## src/rv32i_macros.svh

```systemverilog
`ifndef RV32I_MACROS_SVH
`define RV32I_MACROS_SVH

// Datapath width
`define RV32I_REG_BW 32

// Architectural register count
`define RV32I_NUM_ARCH_REGS 32

// Processing units and their station depth
`define RV32I_NUM_PUS 2
`define RV32I_RS_DEPTH 2

// Multiplier pipeline depth
`define RV32I_MULT_STAGES 3

`endif

```

## src/rv32i_arch_pkg.sv

```systemverilog
`include "rv32i_macros.svh"

package rv32i_arch_pkg;

  // One register word
  typedef logic [`RV32I_REG_BW-1:0] reg_data_t;

  // Register index, also used as the wakeup tag
  typedef logic [$clog2(`RV32I_NUM_ARCH_REGS)-1:0] reg_idx_t;

endpackage

```

## src/rv32i_reservation_station.sv

```systemverilog
`include "rv32i_macros.svh"

module rv32i_reservation_station #(
  parameter int DEPTH = `RV32I_RS_DEPTH
) (
  input  logic                       clk,
  input  logic                       i_reset,
  input  logic                       i_push,
  input  logic                       i_src1_vld,
  input  rv32i_arch_pkg::reg_data_t  i_src1_value,
  input  logic                       i_src2_vld,
  input  rv32i_arch_pkg::reg_data_t  i_src2_value,
  input  rv32i_arch_pkg::reg_idx_t   i_dst_idx,
  input  logic                       i_wb_vld,
  input  rv32i_arch_pkg::reg_idx_t   i_wb_idx,
  input  rv32i_arch_pkg::reg_data_t  i_wb_data,
  input  logic                       i_pu_rdy,
  output logic                       o_full,
  output logic                       o_vld,
  output rv32i_arch_pkg::reg_data_t  o_src1,
  output rv32i_arch_pkg::reg_data_t  o_src2,
  output rv32i_arch_pkg::reg_idx_t   o_dst_idx
);

  localparam int PTR_W = (DEPTH > 1) ? $clog2(DEPTH) : 1;
  localparam int CNT_W = $clog2(DEPTH + 1);

  logic                       src1_vld_q [DEPTH];
  logic                       src2_vld_q [DEPTH];
  rv32i_arch_pkg::reg_data_t  src1_q     [DEPTH];
  rv32i_arch_pkg::reg_data_t  src2_q     [DEPTH];
  rv32i_arch_pkg::reg_idx_t   dst_q      [DEPTH];

  logic [PTR_W-1:0]  head_q;
  logic [PTR_W-1:0]  tail_q;
  logic [CNT_W-1:0]  count_q;
  logic              pop;

  // ==========================================================
  // Queue control
  // ==========================================================
  always_ff @(posedge clk) begin
    if (i_reset) begin
      head_q  <= '0;
      tail_q  <= '0;
      count_q <= '0;
    end else begin
      if (i_push) begin
        tail_q <= (tail_q == PTR_W'(DEPTH - 1)) ? '0 : tail_q + 1'b1;
      end
      if (pop) begin
        head_q <= (head_q == PTR_W'(DEPTH - 1)) ? '0 : head_q + 1'b1;
      end
      count_q <= count_q + CNT_W'(i_push) - CNT_W'(pop);
    end
  end

  // ==========================================================
  // Entry storage and tag wakeup
  // ==========================================================
  always_ff @(posedge clk) begin
    for (int e = 0; e < DEPTH; e++) begin
      if (i_wb_vld && !src1_vld_q[e] &&
          rv32i_arch_pkg::reg_idx_t'(src1_q[e]) == i_wb_idx) begin
        src1_vld_q[e] <= 1'b1;
        src1_q[e]     <= i_wb_data;
      end
      if (i_wb_vld && !src2_vld_q[e] &&
          rv32i_arch_pkg::reg_idx_t'(src2_q[e]) == i_wb_idx) begin
        src2_vld_q[e] <= 1'b1;
        src2_q[e]     <= i_wb_data;
      end
    end
    // Tail slot is free, so a new entry overrides any stale capture
    if (i_push) begin
      src1_vld_q[tail_q] <= i_src1_vld;
      src1_q[tail_q]     <= i_src1_value;
      src2_vld_q[tail_q] <= i_src2_vld;
      src2_q[tail_q]     <= i_src2_value;
      dst_q[tail_q]      <= i_dst_idx;
    end
  end

  // Head only, so results of one PU leave in order
  assign o_vld     = (count_q != '0) & src1_vld_q[head_q] & src2_vld_q[head_q];
  assign pop       = o_vld & i_pu_rdy;
  assign o_full    = (count_q == CNT_W'(DEPTH));
  assign o_src1    = src1_q[head_q];
  assign o_src2    = src2_q[head_q];
  assign o_dst_idx = dst_q[head_q];

endmodule

```

## config.mk

```make
export PLATFORM = sky130hd
export DESIGN_NAME = rv32i_reservation_station
export DESIGN_NICKNAME = d
export VERILOG_FILES = /design/src/rv32i_arch_pkg.sv /design/src/rv32i_reservation_station.sv
export VERILOG_INCLUDE_DIRS = /design/src
export SDC_FILE = /design/constraint.sdc
export NUM_CORES = 1
export LEC_CHECK = 0
export BUFFER_PORTS_ARGS = -buffer_cell sky130_fd_sc_hd__buf_2
export CAP_MARGIN = 20
export CORE_ASPECT_RATIO = 1.25
export CORE_MARGIN = 2
export CORE_UTILIZATION = 48
export DETAILED_ROUTE_END_ITERATION = 10
export GPL_ROUTABILITY_DRIVEN = 0
export GPL_TIMING_DRIVEN = 0
export PLACE_DENSITY_LB_ADDON = 0.2
export SYNTH_ARGS = -nofsm -noshare
export SYNTH_HDL_FRONTEND = slang
export SYNTH_SLANG_ARGS = --single-unit
```

## constraint.sdc

```tcl
create_clock -name clk -period 4.1 [get_ports clk]
set_input_delay 0.615 -clock clk [delete_from_list [all_inputs] [get_ports clk]]
set_output_delay 0.615 -clock clk [all_outputs]
set_load 0.02 [all_outputs]
```

==> results of run 1 <==
## cell type report
class / count / area, µm²
Multi-Input combinational cell: 453 / 2510
Antenna cell: 1 / 2.50
Fill cell: 1185 / 5470
Inverter: 4 / 17.5
Sequential cell: 147 / 4320
Buffer: 34 / 203
Timing Repair Buffer: 184 / 1020
Tap cell: 178 / 223
Clock inverter: 12 / 134
Clock buffer: 20 / 437
## placed cells by master (no fill, tap or decap), drive strengths merged, types with 4 or more instances in the layout
cell | netlist | layout
dfxtp | 9 | 9
nand2 | 325 | 325
nand4 | 4 | 4
o31ai | 6 | 6
clkinvlp | 0 | 4
mux2 | 71 | 71
nor2b | 5 | 5
clkinv | 0 | 5
mux2i | 4 | 4
xnor2 | 20 | 20
inv | 4 | 5
buf | 28 | 212
edfxtp | 138 | 138
clkbuf | 6 | 26
## through the flow
stage	setup slack, ns	total power, mW	area [µm²]	hold WS (ns)	util [%]
after floorplan	0.105	2.27	7010	0.452	-
after global placement	-2.31	2.51	8120	0.467	56.6
after detailed placement	1.52	2.55	8300	0.478	57.9
after CTS	1.72	4.04	8870	0.378	61.9
after global routing	1.68	4.17	8870	0.377	61.9
final	1.73	4.02	8880	0.390	61.9
## worst paths after layout
path                                   start       endpoint  slack [ns]  cells after the start
worst max-delay path                register     o_src2[22]        1.73                      4
worst min-delay path            i_dst_idx[1]    dst_q[1][1]        0.39                      1
worst max register to register        tail_q  src2_q[1][23]        1.93                      4
worst min register to register        tail_q         tail_q        0.49                      2
## cell families (layout without fill, tap and decap cells)
group,Yosys count,after routing,synth area share [%]
flops,147,147,61.7
other cells,0,1,0
fa+ha+maj,2,2,0.357
simple gates,343,343,19.1
xor+xnor,21,21,2.62
buf+inv,38,254,3.14
compound gates,12,12,1.12
mux,75,75,12.0
## sequential cells by signal, indices dropped and copies added, names as in the netlist, named ones only
name,flops
src1_q,64
src2_q,64
dst_q,10
count_q,2
src1_vld_q,2
src2_vld_q,2
head_q,1
tail_q,1
## worst register-to-register path: cells and delay by family (launching register included)
kind / cells / cell delay (ns)
AO/OA/AOI/OAI: 1 / 0.35
buffers and inverters: 2 / 0.93
flip-flops: 1 / 0.32
AND/OR/NAND/NOR: 1 / 0.31
## where the power goes
part	total, mW	leakage [nW]	internal [mW]	switching [mW]
clock	1.50	0.264	0.897	0.605
sequential	1.82	1.38	1.78	0.0423
combinational	0.698	2.26	0.274	0.424
total	4.02	3.90	2.95	1.07
## cell usage after synthesis
cell | count | area share, %
nor2b_1 | 5 | 0.45
inv_1 | 2 | 0.11
nor3_1 | 1 | 0.071
edfxtp_1 | 138 | 59
o21ai_0 | 3 | 0.21
a21oi_2 | 1 | 0.13
o31ai_1 | 6 | 0.64
nor2_1 | 3 | 0.16
and2_1 | 1 | 0.089
buf_2 | 18 | 1.3
ha_1 | 2 | 0.36
inv_4 | 1 | 0.089
xor2_1 | 1 | 0.13
nand2b_1 | 2 | 0.18
dfxtp_1 | 9 | 2.6
buf_4 | 2 | 0.21
xnor2_1 | 20 | 2.5
inv_2 | 1 | 0.054
nand3_1 | 1 | 0.071
nand2_1 | 325 | 17
buf_1 | 2 | 0.11
nand4_1 | 4 | 0.36
clkbuf_1 | 6 | 0.32
mux2i_1 | 4 | 0.57
nand3b_4 | 1 | 0.29
a21oi_1 | 2 | 0.14
mux2_2 | 71 | 11
buf_6 | 6 | 0.96
## routing by layer
layer | global-route usage (%) | up-vias | wire (µm)
met3 | 5.24 | 29 | 1360
met2 | 43.9 | 231 | 10100
li1 | - | 2570 | -
met4 | 8.02 | 2 | 295
met5 | 0 | - | 16
met1 | 29.3 | 2594 | 7190
==> flow_summary.toml, run 1 <==
[status]
status = "finished, final reports clean"

[sta]
rsz0062_at_grt = "false"
setup_tns_ns = 0
relSlewSlack_pct = 47.2
setup_violations = 0
tightest_slew_ns = 0.791
min_period_over_period_pct = 57.7
timing.fmax_ghz = 0.423
period_minus_slack_ns = 2.37
finClkSkew_ns = 0.00756
drv_slew = 0
hold_violations = 0

[worst_setup_path]
cp.arrival_ns = 1.75
critical_path_buf_inv_count = 3
critical_path.slowest_cell = "mux2_2"
start_kind = "register"
path_class = "register to output pin"
path_delay_family = "buffers and inverters"
crit_fanout = 10
worstPathRequired_ns = 3.48
cp-end-kind = "output pin"
path_cells = "buf_6 -> buf_2 -> mux2_2 -> buf_2"
slowest_delay_ns = 0.40
crit_top_cell = "buf_2"

[placement]
post-place-cells = 1000
io_buffers = 178
dp_hpwl_um = 13500

[floorplanning]
ioPinCount = 184
core_mm2 = 0.0143
dieHeight_um = 139
die_x_um = 112
placementRows = 49
initial_utilization_pct = 48.8
die_area_mm2 = 0.0156

[global_routing]
grt_overflow = 0
first_global_vias = 5578
grt_max_degree = 22
grt_pass1_wl_um = 29100
grtUsageTotal_pct = 24.5
antenna_found_initial = 1

[synthesis]
syn-num-nets = 753
seq_area_frac_synth_pct = 61.7
ys_types = 28
ys_warn_count = 0
syn_inst = 638
syn_avg_cell_area_um2 = 11.0
ys_ff_latch = 147
syn_area_mm2 = 0.00701

[clock_network]
clk_path_buf_depth = 2
cts_num_sinks = 147
ctsRootBufferMaster = "clkbuf_16"
cts.reportedPaths.clkPinSlew_ns = 0.06
ctsResizeCount = 0
cts_setup_buffers = 0
clock_latency_ns = 0.41
cts_buffers = 17
tritoncts = "built"
postCtsHoldBufs = 0
htree_levels = 4

[routing]
via_count = 5426
avgRoutedWirePerCell_um = 18.3
drtIter0Drc = 341
drc = 0
dr.pass1.iters = 6
finalWirelength_um = 18900
vias_per_cell = 5.25
ant_nets = 0

[power]
power.static_leakage_nw = 3.90
ir_drop_v = 0.000228
cellPowerDensity_mw_per_mm2 = 453

[min_path]
hp-class = "primary input to register"

[final_layout]
drive_above_1_share_pct = 37.1
layoutNonFillerInstCount = 1033
syn2layout_area_growth_pct = 26.7
nets = 956

[flow_run]
maxCapViolCount = 0
Power figures use the tool's default switching activity.
==> run 2: changes to the inputs <==
Settings changed: ABC_AREA from default to 1, CORE_UTILIZATION 48 to 53.
Clock period 4.1 ns to 2.45 ns, I/O delays scaled along.
==> flow_summary.toml, run 2 <==
[synthesis]
ys_types = 21
synth_area_leaders = "edfxtp_1 59%, nand2_1 17%, o21ai_0 5.6%"
synth_edf_count = 138
async_flop_share_pct = 0
ys_warn_count = 0
yosys.cell_count.top_type = "nand2_1"
synth_common_cells = "324 x nand2_1, 138 x edfxtp_1, 100 x inv_1"
seq_area_frac_synth_pct = 61.7
syn_area_mm2 = 0.00701
yosysTopAreaCell = "edfxtp_1"
syn_avg_cell_area_um2 = 8.88
ys.flop_type = "edfxtp_1"
syn_inst = 789
syn-num-nets = 904
ys_ff_latch = 147
yosysTopAreaCellShare_pct = 59.2

[worst_setup_path]
path_delay_family = "buffers and inverters"
crit_fanout = 10
reg2regPathDepth = 5
critical_path_buf_inv_count = 4
worst-path-stages = 6
path_cells = "buf_2 -> inv_2 -> clkbuf_1 -> nand2_1 -> nand2_1 -> buf_2"
rrSetupSlack_ns = 0.21
crit_end = "o_src2[24]"
cp-end-kind = "output pin"
start_kind = "register"
worstPathRequired_ns = 2.08
reg2reg_to = "src2_q[0][5]"
r2r_start = "tail_q"
cp.arrival_ns = 1.93
path_class = "register to output pin"
critical_path.slowest_cell = "clkbuf_1"
slowest_delay_ns = 0.49

[placement]
post-place-cells = 1140
placed_area_mm2 = 0.00814
dp_hpwl_um = 13200
io_buffers = 183
preCtsSetupSlack_ns = 0.0263

[min_path]
hp-start = "i_dst_idx[3]"
hp-class = "primary input to register"

[routing]
vias_per_cell = 5.16
avgRoutedWirePerCell_um = 16.6
via_count = 6050
finalWirelength_um = 19400
ant_nets = 0
dr.pass1.iters = 5
drtIter0Drc = 459
drc = 0

[floorplanning]
die_area_mm2 = 0.0142
ioPinCount = 184
core_mm2 = 0.0128
die_x_um = 107
dieHeight_um = 133
initial_utilization_pct = 54.8
placementRows = 46

[global_routing]
grt_max_degree = 33
grt_util_met3_pct = 6.26
grt.met2_usage_pct = 49.3
grtUsageMet1_pct = 31.2
antenna_found_initial = 2
grt_pass1_wl_um = 28900
grtUsageTotal_pct = 27.1
top_usage_layer = "met2"
first_global_vias = 5925
grt_overflow = 0

[clock_network]
cts_buffers = 17
cts_num_sinks = 147
clock_latency_ns = 0.41
cts.reportedPaths.clkPinSlew_ns = 0.06
tritoncts = "built"
postCtsHoldBufs = 0
clk_path_buf_depth = 2
cts_setup_buffers = 0
ctsRootBufferMaster = "clkbuf_16"
htree_levels = 4
ctsResizeCount = 0

[power]
ir_drop_v = 0.000551
cellPowerDensity_mw_per_mm2 = 772
power.static_leakage_nw = 4.22

[sta]
drv_slew = 0
fin_ws_ns = 0.150
relSlewSlack_pct = 34.8
rsz0062_at_grt = "false"
period_minus_slack_ns = 2.30
hold_violations = 0
timing.fmax_ghz = 0.435
setup_violations = 0
min_period_over_period_pct = 93.9
tightest_slew_ns = 0.975
finClkSkew_ns = 0.0127

[final_layout]
fin_area_mm2 = 0.00874
layoutNonFillerInstCount = 1173
final_util_pct = 68.4
nets = 1106
mostFrequentLayoutCells = "320 x nand2_1, 202 x buf_2, 138 x edfxtp_1, 100 x inv_1, 79 x o21ai_0"
syn2layout_area_growth_pct = 24.7
final_common_cell = "nand2_1"
drive_above_1_share_pct = 24.0
reg.largest.list = "src1_q x64, src2_q x64, dst_q x10"

[flow_run]
maxCapViolCount = 0

[status]
status = "finished, final reports clean"
==> run 2: cell types whose count changed after synthesis, sizes merged, moves of 4 or more <==
cell | before | now
xnor2 | 20 | 1
nand3 | 1 | 8
o31ai | 6 | 0
inv | 4 | 102
mux2i | 4 | 0
o21ai | 3 | 142
nand4 | 4 | 0
nor2b | 5 | 0
buf | 28 | 21
mux2 | 71 | 0
nor2 | 3 | 19
clkbuf | 6 | 16
==> run 2: how the worst min path moves through the flow <==
| stage | to | depth (start not counted) | slack [ns] |
|---|---|---|---|
| floorplan | count_q[0] | 1 | 0.44 |
| global placement | tail_q | 2 | 0.51 |
| detailed placement | tail_q | 2 | 0.53 |
| CTS | dst_q[0][4] | 1 | 0.14 |
| global route | dst_q[0][3] | 1 | 0.13 |
| finish | dst_q[0][3] | 1 | 0.15 |
==> run 2: power by group <==
group	internal, mW	switching, mW
Sequential	2.98	0.0539
Clock	1.54	1.01
Combinational	0.358	0.803
==> run 2: stage by stage <==
stage / hold WS [ns] / TNS (ns) / power (mW)
after floorplan: 0.439 / 0 / 3.77
after global placement: 0.514 / -49.79 / 4.21
after detailed placement: 0.535 / 0 / 4.23
after CTS: 0.136 / 0 / 6.75
after global routing: 0.132 / 0 / 6.97
final: 0.148 / 0 / 6.75
==> run 2: cell type report <==
class	instances	area [µm²]
timing repair buffer	183	916
sequential	147	4320
clock buffer	23	533
clock inverter	9	61.3
multi-input combinational	503	2130
antenna	1	2.50
tap	168	210
inverter	102	383
fill	1048	4040
buffer	37	178
==> run 2: logic make-up (layout without fill, tap and decap cells) <==
family,Yosys count,in the layout,synth area share [%]
simple gates,356,356,19.4
flops,147,147,61.7
compound gates,143,143,10.3
buf+inv,139,354,8.00
fa+ha+maj,2,2,0.357
xor+xnor,2,2,0.250
other cells,0,1,0
==> run 2: per-layer routing <==
layer | wire length [µm] | vias up
met1 | 7380 | 2776
met5 | 13 | -
met2 | 10200 | 279
met4 | 342 | 2
met3 | 1490 | 32
li1 | - | 2961
==> run 3: changes to the inputs <==
Settings changed: REMOVE_ABC_BUFFERS from default to 1.
==> flow_summary.toml, run 3 (synthesis results as in run 2) <==
[sta]
relSlewSlack_pct = 37.9
rsz0062_at_grt = "false"
period_minus_slack_ns = 2.17
setup_violations = 0
timing.fmax_ghz = 0.460
setup_tns_ns = 0
tightest_slew_ns = 0.932
drv_slew = 0
holdWs_ns = 0.145
finClkSkew_ns = 0.00926
hold_violations = 0
min_period_over_period_pct = 88.7

[status]
status = "finished, final reports clean"

[worst_setup_path]
critical_path.slowest_cell = "dfxtp_4"
path_class = "register to register"
path_delay_family = "flip-flops"
critical_path_buf_inv_count = 3
crit_fanout = 62
cp.arrival_ns = 2.48
start_kind = "register"
cp-end-kind = "register"
slowest_delay_ns = 0.58
path_cells = "inv_8 -> nand3_1 -> o21ai_1 -> nand3_1 -> inv_1 -> ha_1 -> inv_1 -> ha_1 -> xnor2_1 -> nand2_1 -> nor3b_1"
worstPathRequired_ns = 2.76

[clock_network]
cts.reportedPaths.clkPinSlew_ns = 0.06
ctsRootBufferMaster = "clkbuf_16"
tritoncts = "built"
postCtsHoldBufs = 0
clk_path_buf_depth = 2
clock_latency_ns = 0.41
cts_buffers = 17
cts_num_sinks = 147
htree_levels = 4

[routing]
drc = 0
avgRoutedWirePerCell_um = 14.4
ant_nets = 0
dr.pass1.iters = 4
finalWirelength_um = 16400
vias_per_cell = 4.99
drtIter0Drc = 275
via_count = 5703

[final_layout]
drive_above_1_share_pct = 23.4
reg.largest.list = "src1_q x64, src2_q x64, dst_q x10"
fin_area_mm2 = 0.00872
mostFrequentLayoutCells = "319 x nand2_1, 183 x buf_2, 138 x edfxtp_1, 100 x inv_1, 79 x o21ai_0"
final_common_cell = "nand2_1"
syn2layout_area_growth_pct = 24.5
nets = 1076

[global_routing]
grtUsageTotal_pct = 23.9
first_global_vias = 5367
grt_pass1_wl_um = 26100
antenna_found_initial = 4
grt_max_degree = 102
grt_overflow = 0

[placement]
placed_area_mm2 = 0.00809
dp_hpwl_um = 10400
io_buffers = 183

[power]
p_total_mw = 6.73
cellPowerDensity_mw_per_mm2 = 772
power.static_leakage_nw = 4.18
ir_drop_v = 0.000402

[flow_run]
maxCapViolCount = 0

[floorplanning]
die_x_um = 107
core_mm2 = 0.0128
dieHeight_um = 133
placementRows = 46
die_area_mm2 = 0.0142
ioPinCount = 184
initial_utilization_pct = 54.8

[min_path]
hp-class = "primary input to register"
-- run 3: changes by cell type in the layout (fill, tap and decap cells not counted), moves of 2 or more --
cell / change
inv_2: -2
buf_12: +5
bufinv_16: +3
buf_6: -2
clkbuf_16: -4
buf_2: -19
clkbuf_1: -17
-- run 3: layer usage --
| layer | routed length (µm) | up-vias | part of all wire [%] | track usage (%) |
|---|---|---|---|---|
| li1 | - | 2907 | - | - |
| met2 | 8560 | 188 | 52 | 41.6 |
| met4 | 214 | 4 | 1.3 | 6.57 |
| met5 | 27 | - | 0.16 | 0 |
| met1 | 6560 | 2583 | 40 | 29.0 |
| met3 | 1070 | 21 | 6.5 | 6.80 |
-- run 3: layout make-up --
| type | count | area [µm²] |
|---|---|---|
| well taps | 168 | 210 |
| multi-input cells | 503 | 2140 |
| repair buffers | 190 | 1060 |
| inverters | 102 | 393 |
| flip-flops and latches | 147 | 4330 |
| clock inverters | 13 | 159 |
| clock buffers | 18 | 429 |
| diodes | 2 | 5.00 |
| fillers | 1046 | 4060 |
-- run 3: timing repair --
item,CTS,global route
resized for setup,1,2
buffers inserted,2,0
setup endpoints to repair,65,2
hold endpoints to repair,0,0
pin swaps,0,0
-- run 3: worst paths after layout --
kind | cells after the start | to | slack [ns] | start
setup / recovery | 11 | count_q[1] | 0.28 | register
hold / removal | 1 | dst_q[1][0] | 0.15 | i_dst_idx[0]
setup reg to reg | 11 | count_q[1] | 0.28 | register
hold reg to reg | 4 | register | 0.54 | head_q
-- run 3: report_power, final --
group	switching [mW]	internal (mW)	total (mW)
clock	0.994	1.59	2.59
sequential	0.0661	2.97	3.04
combinational	0.741	0.366	1.11
total	1.80	4.93	6.73
-- run 3: stage by stage --
step,utilization [%],setup slack [ns],std cells
2_1_floorplan,-,-1.09,752
3_3_place_gp,62.3,-2.87,1103
3_5_place_dp,63.3,-0.742,1108
4_1_cts,68.2,0.0107,1141
5_1_grt,68.2,0.0638,1141
6_report,68.3,0.277,1143
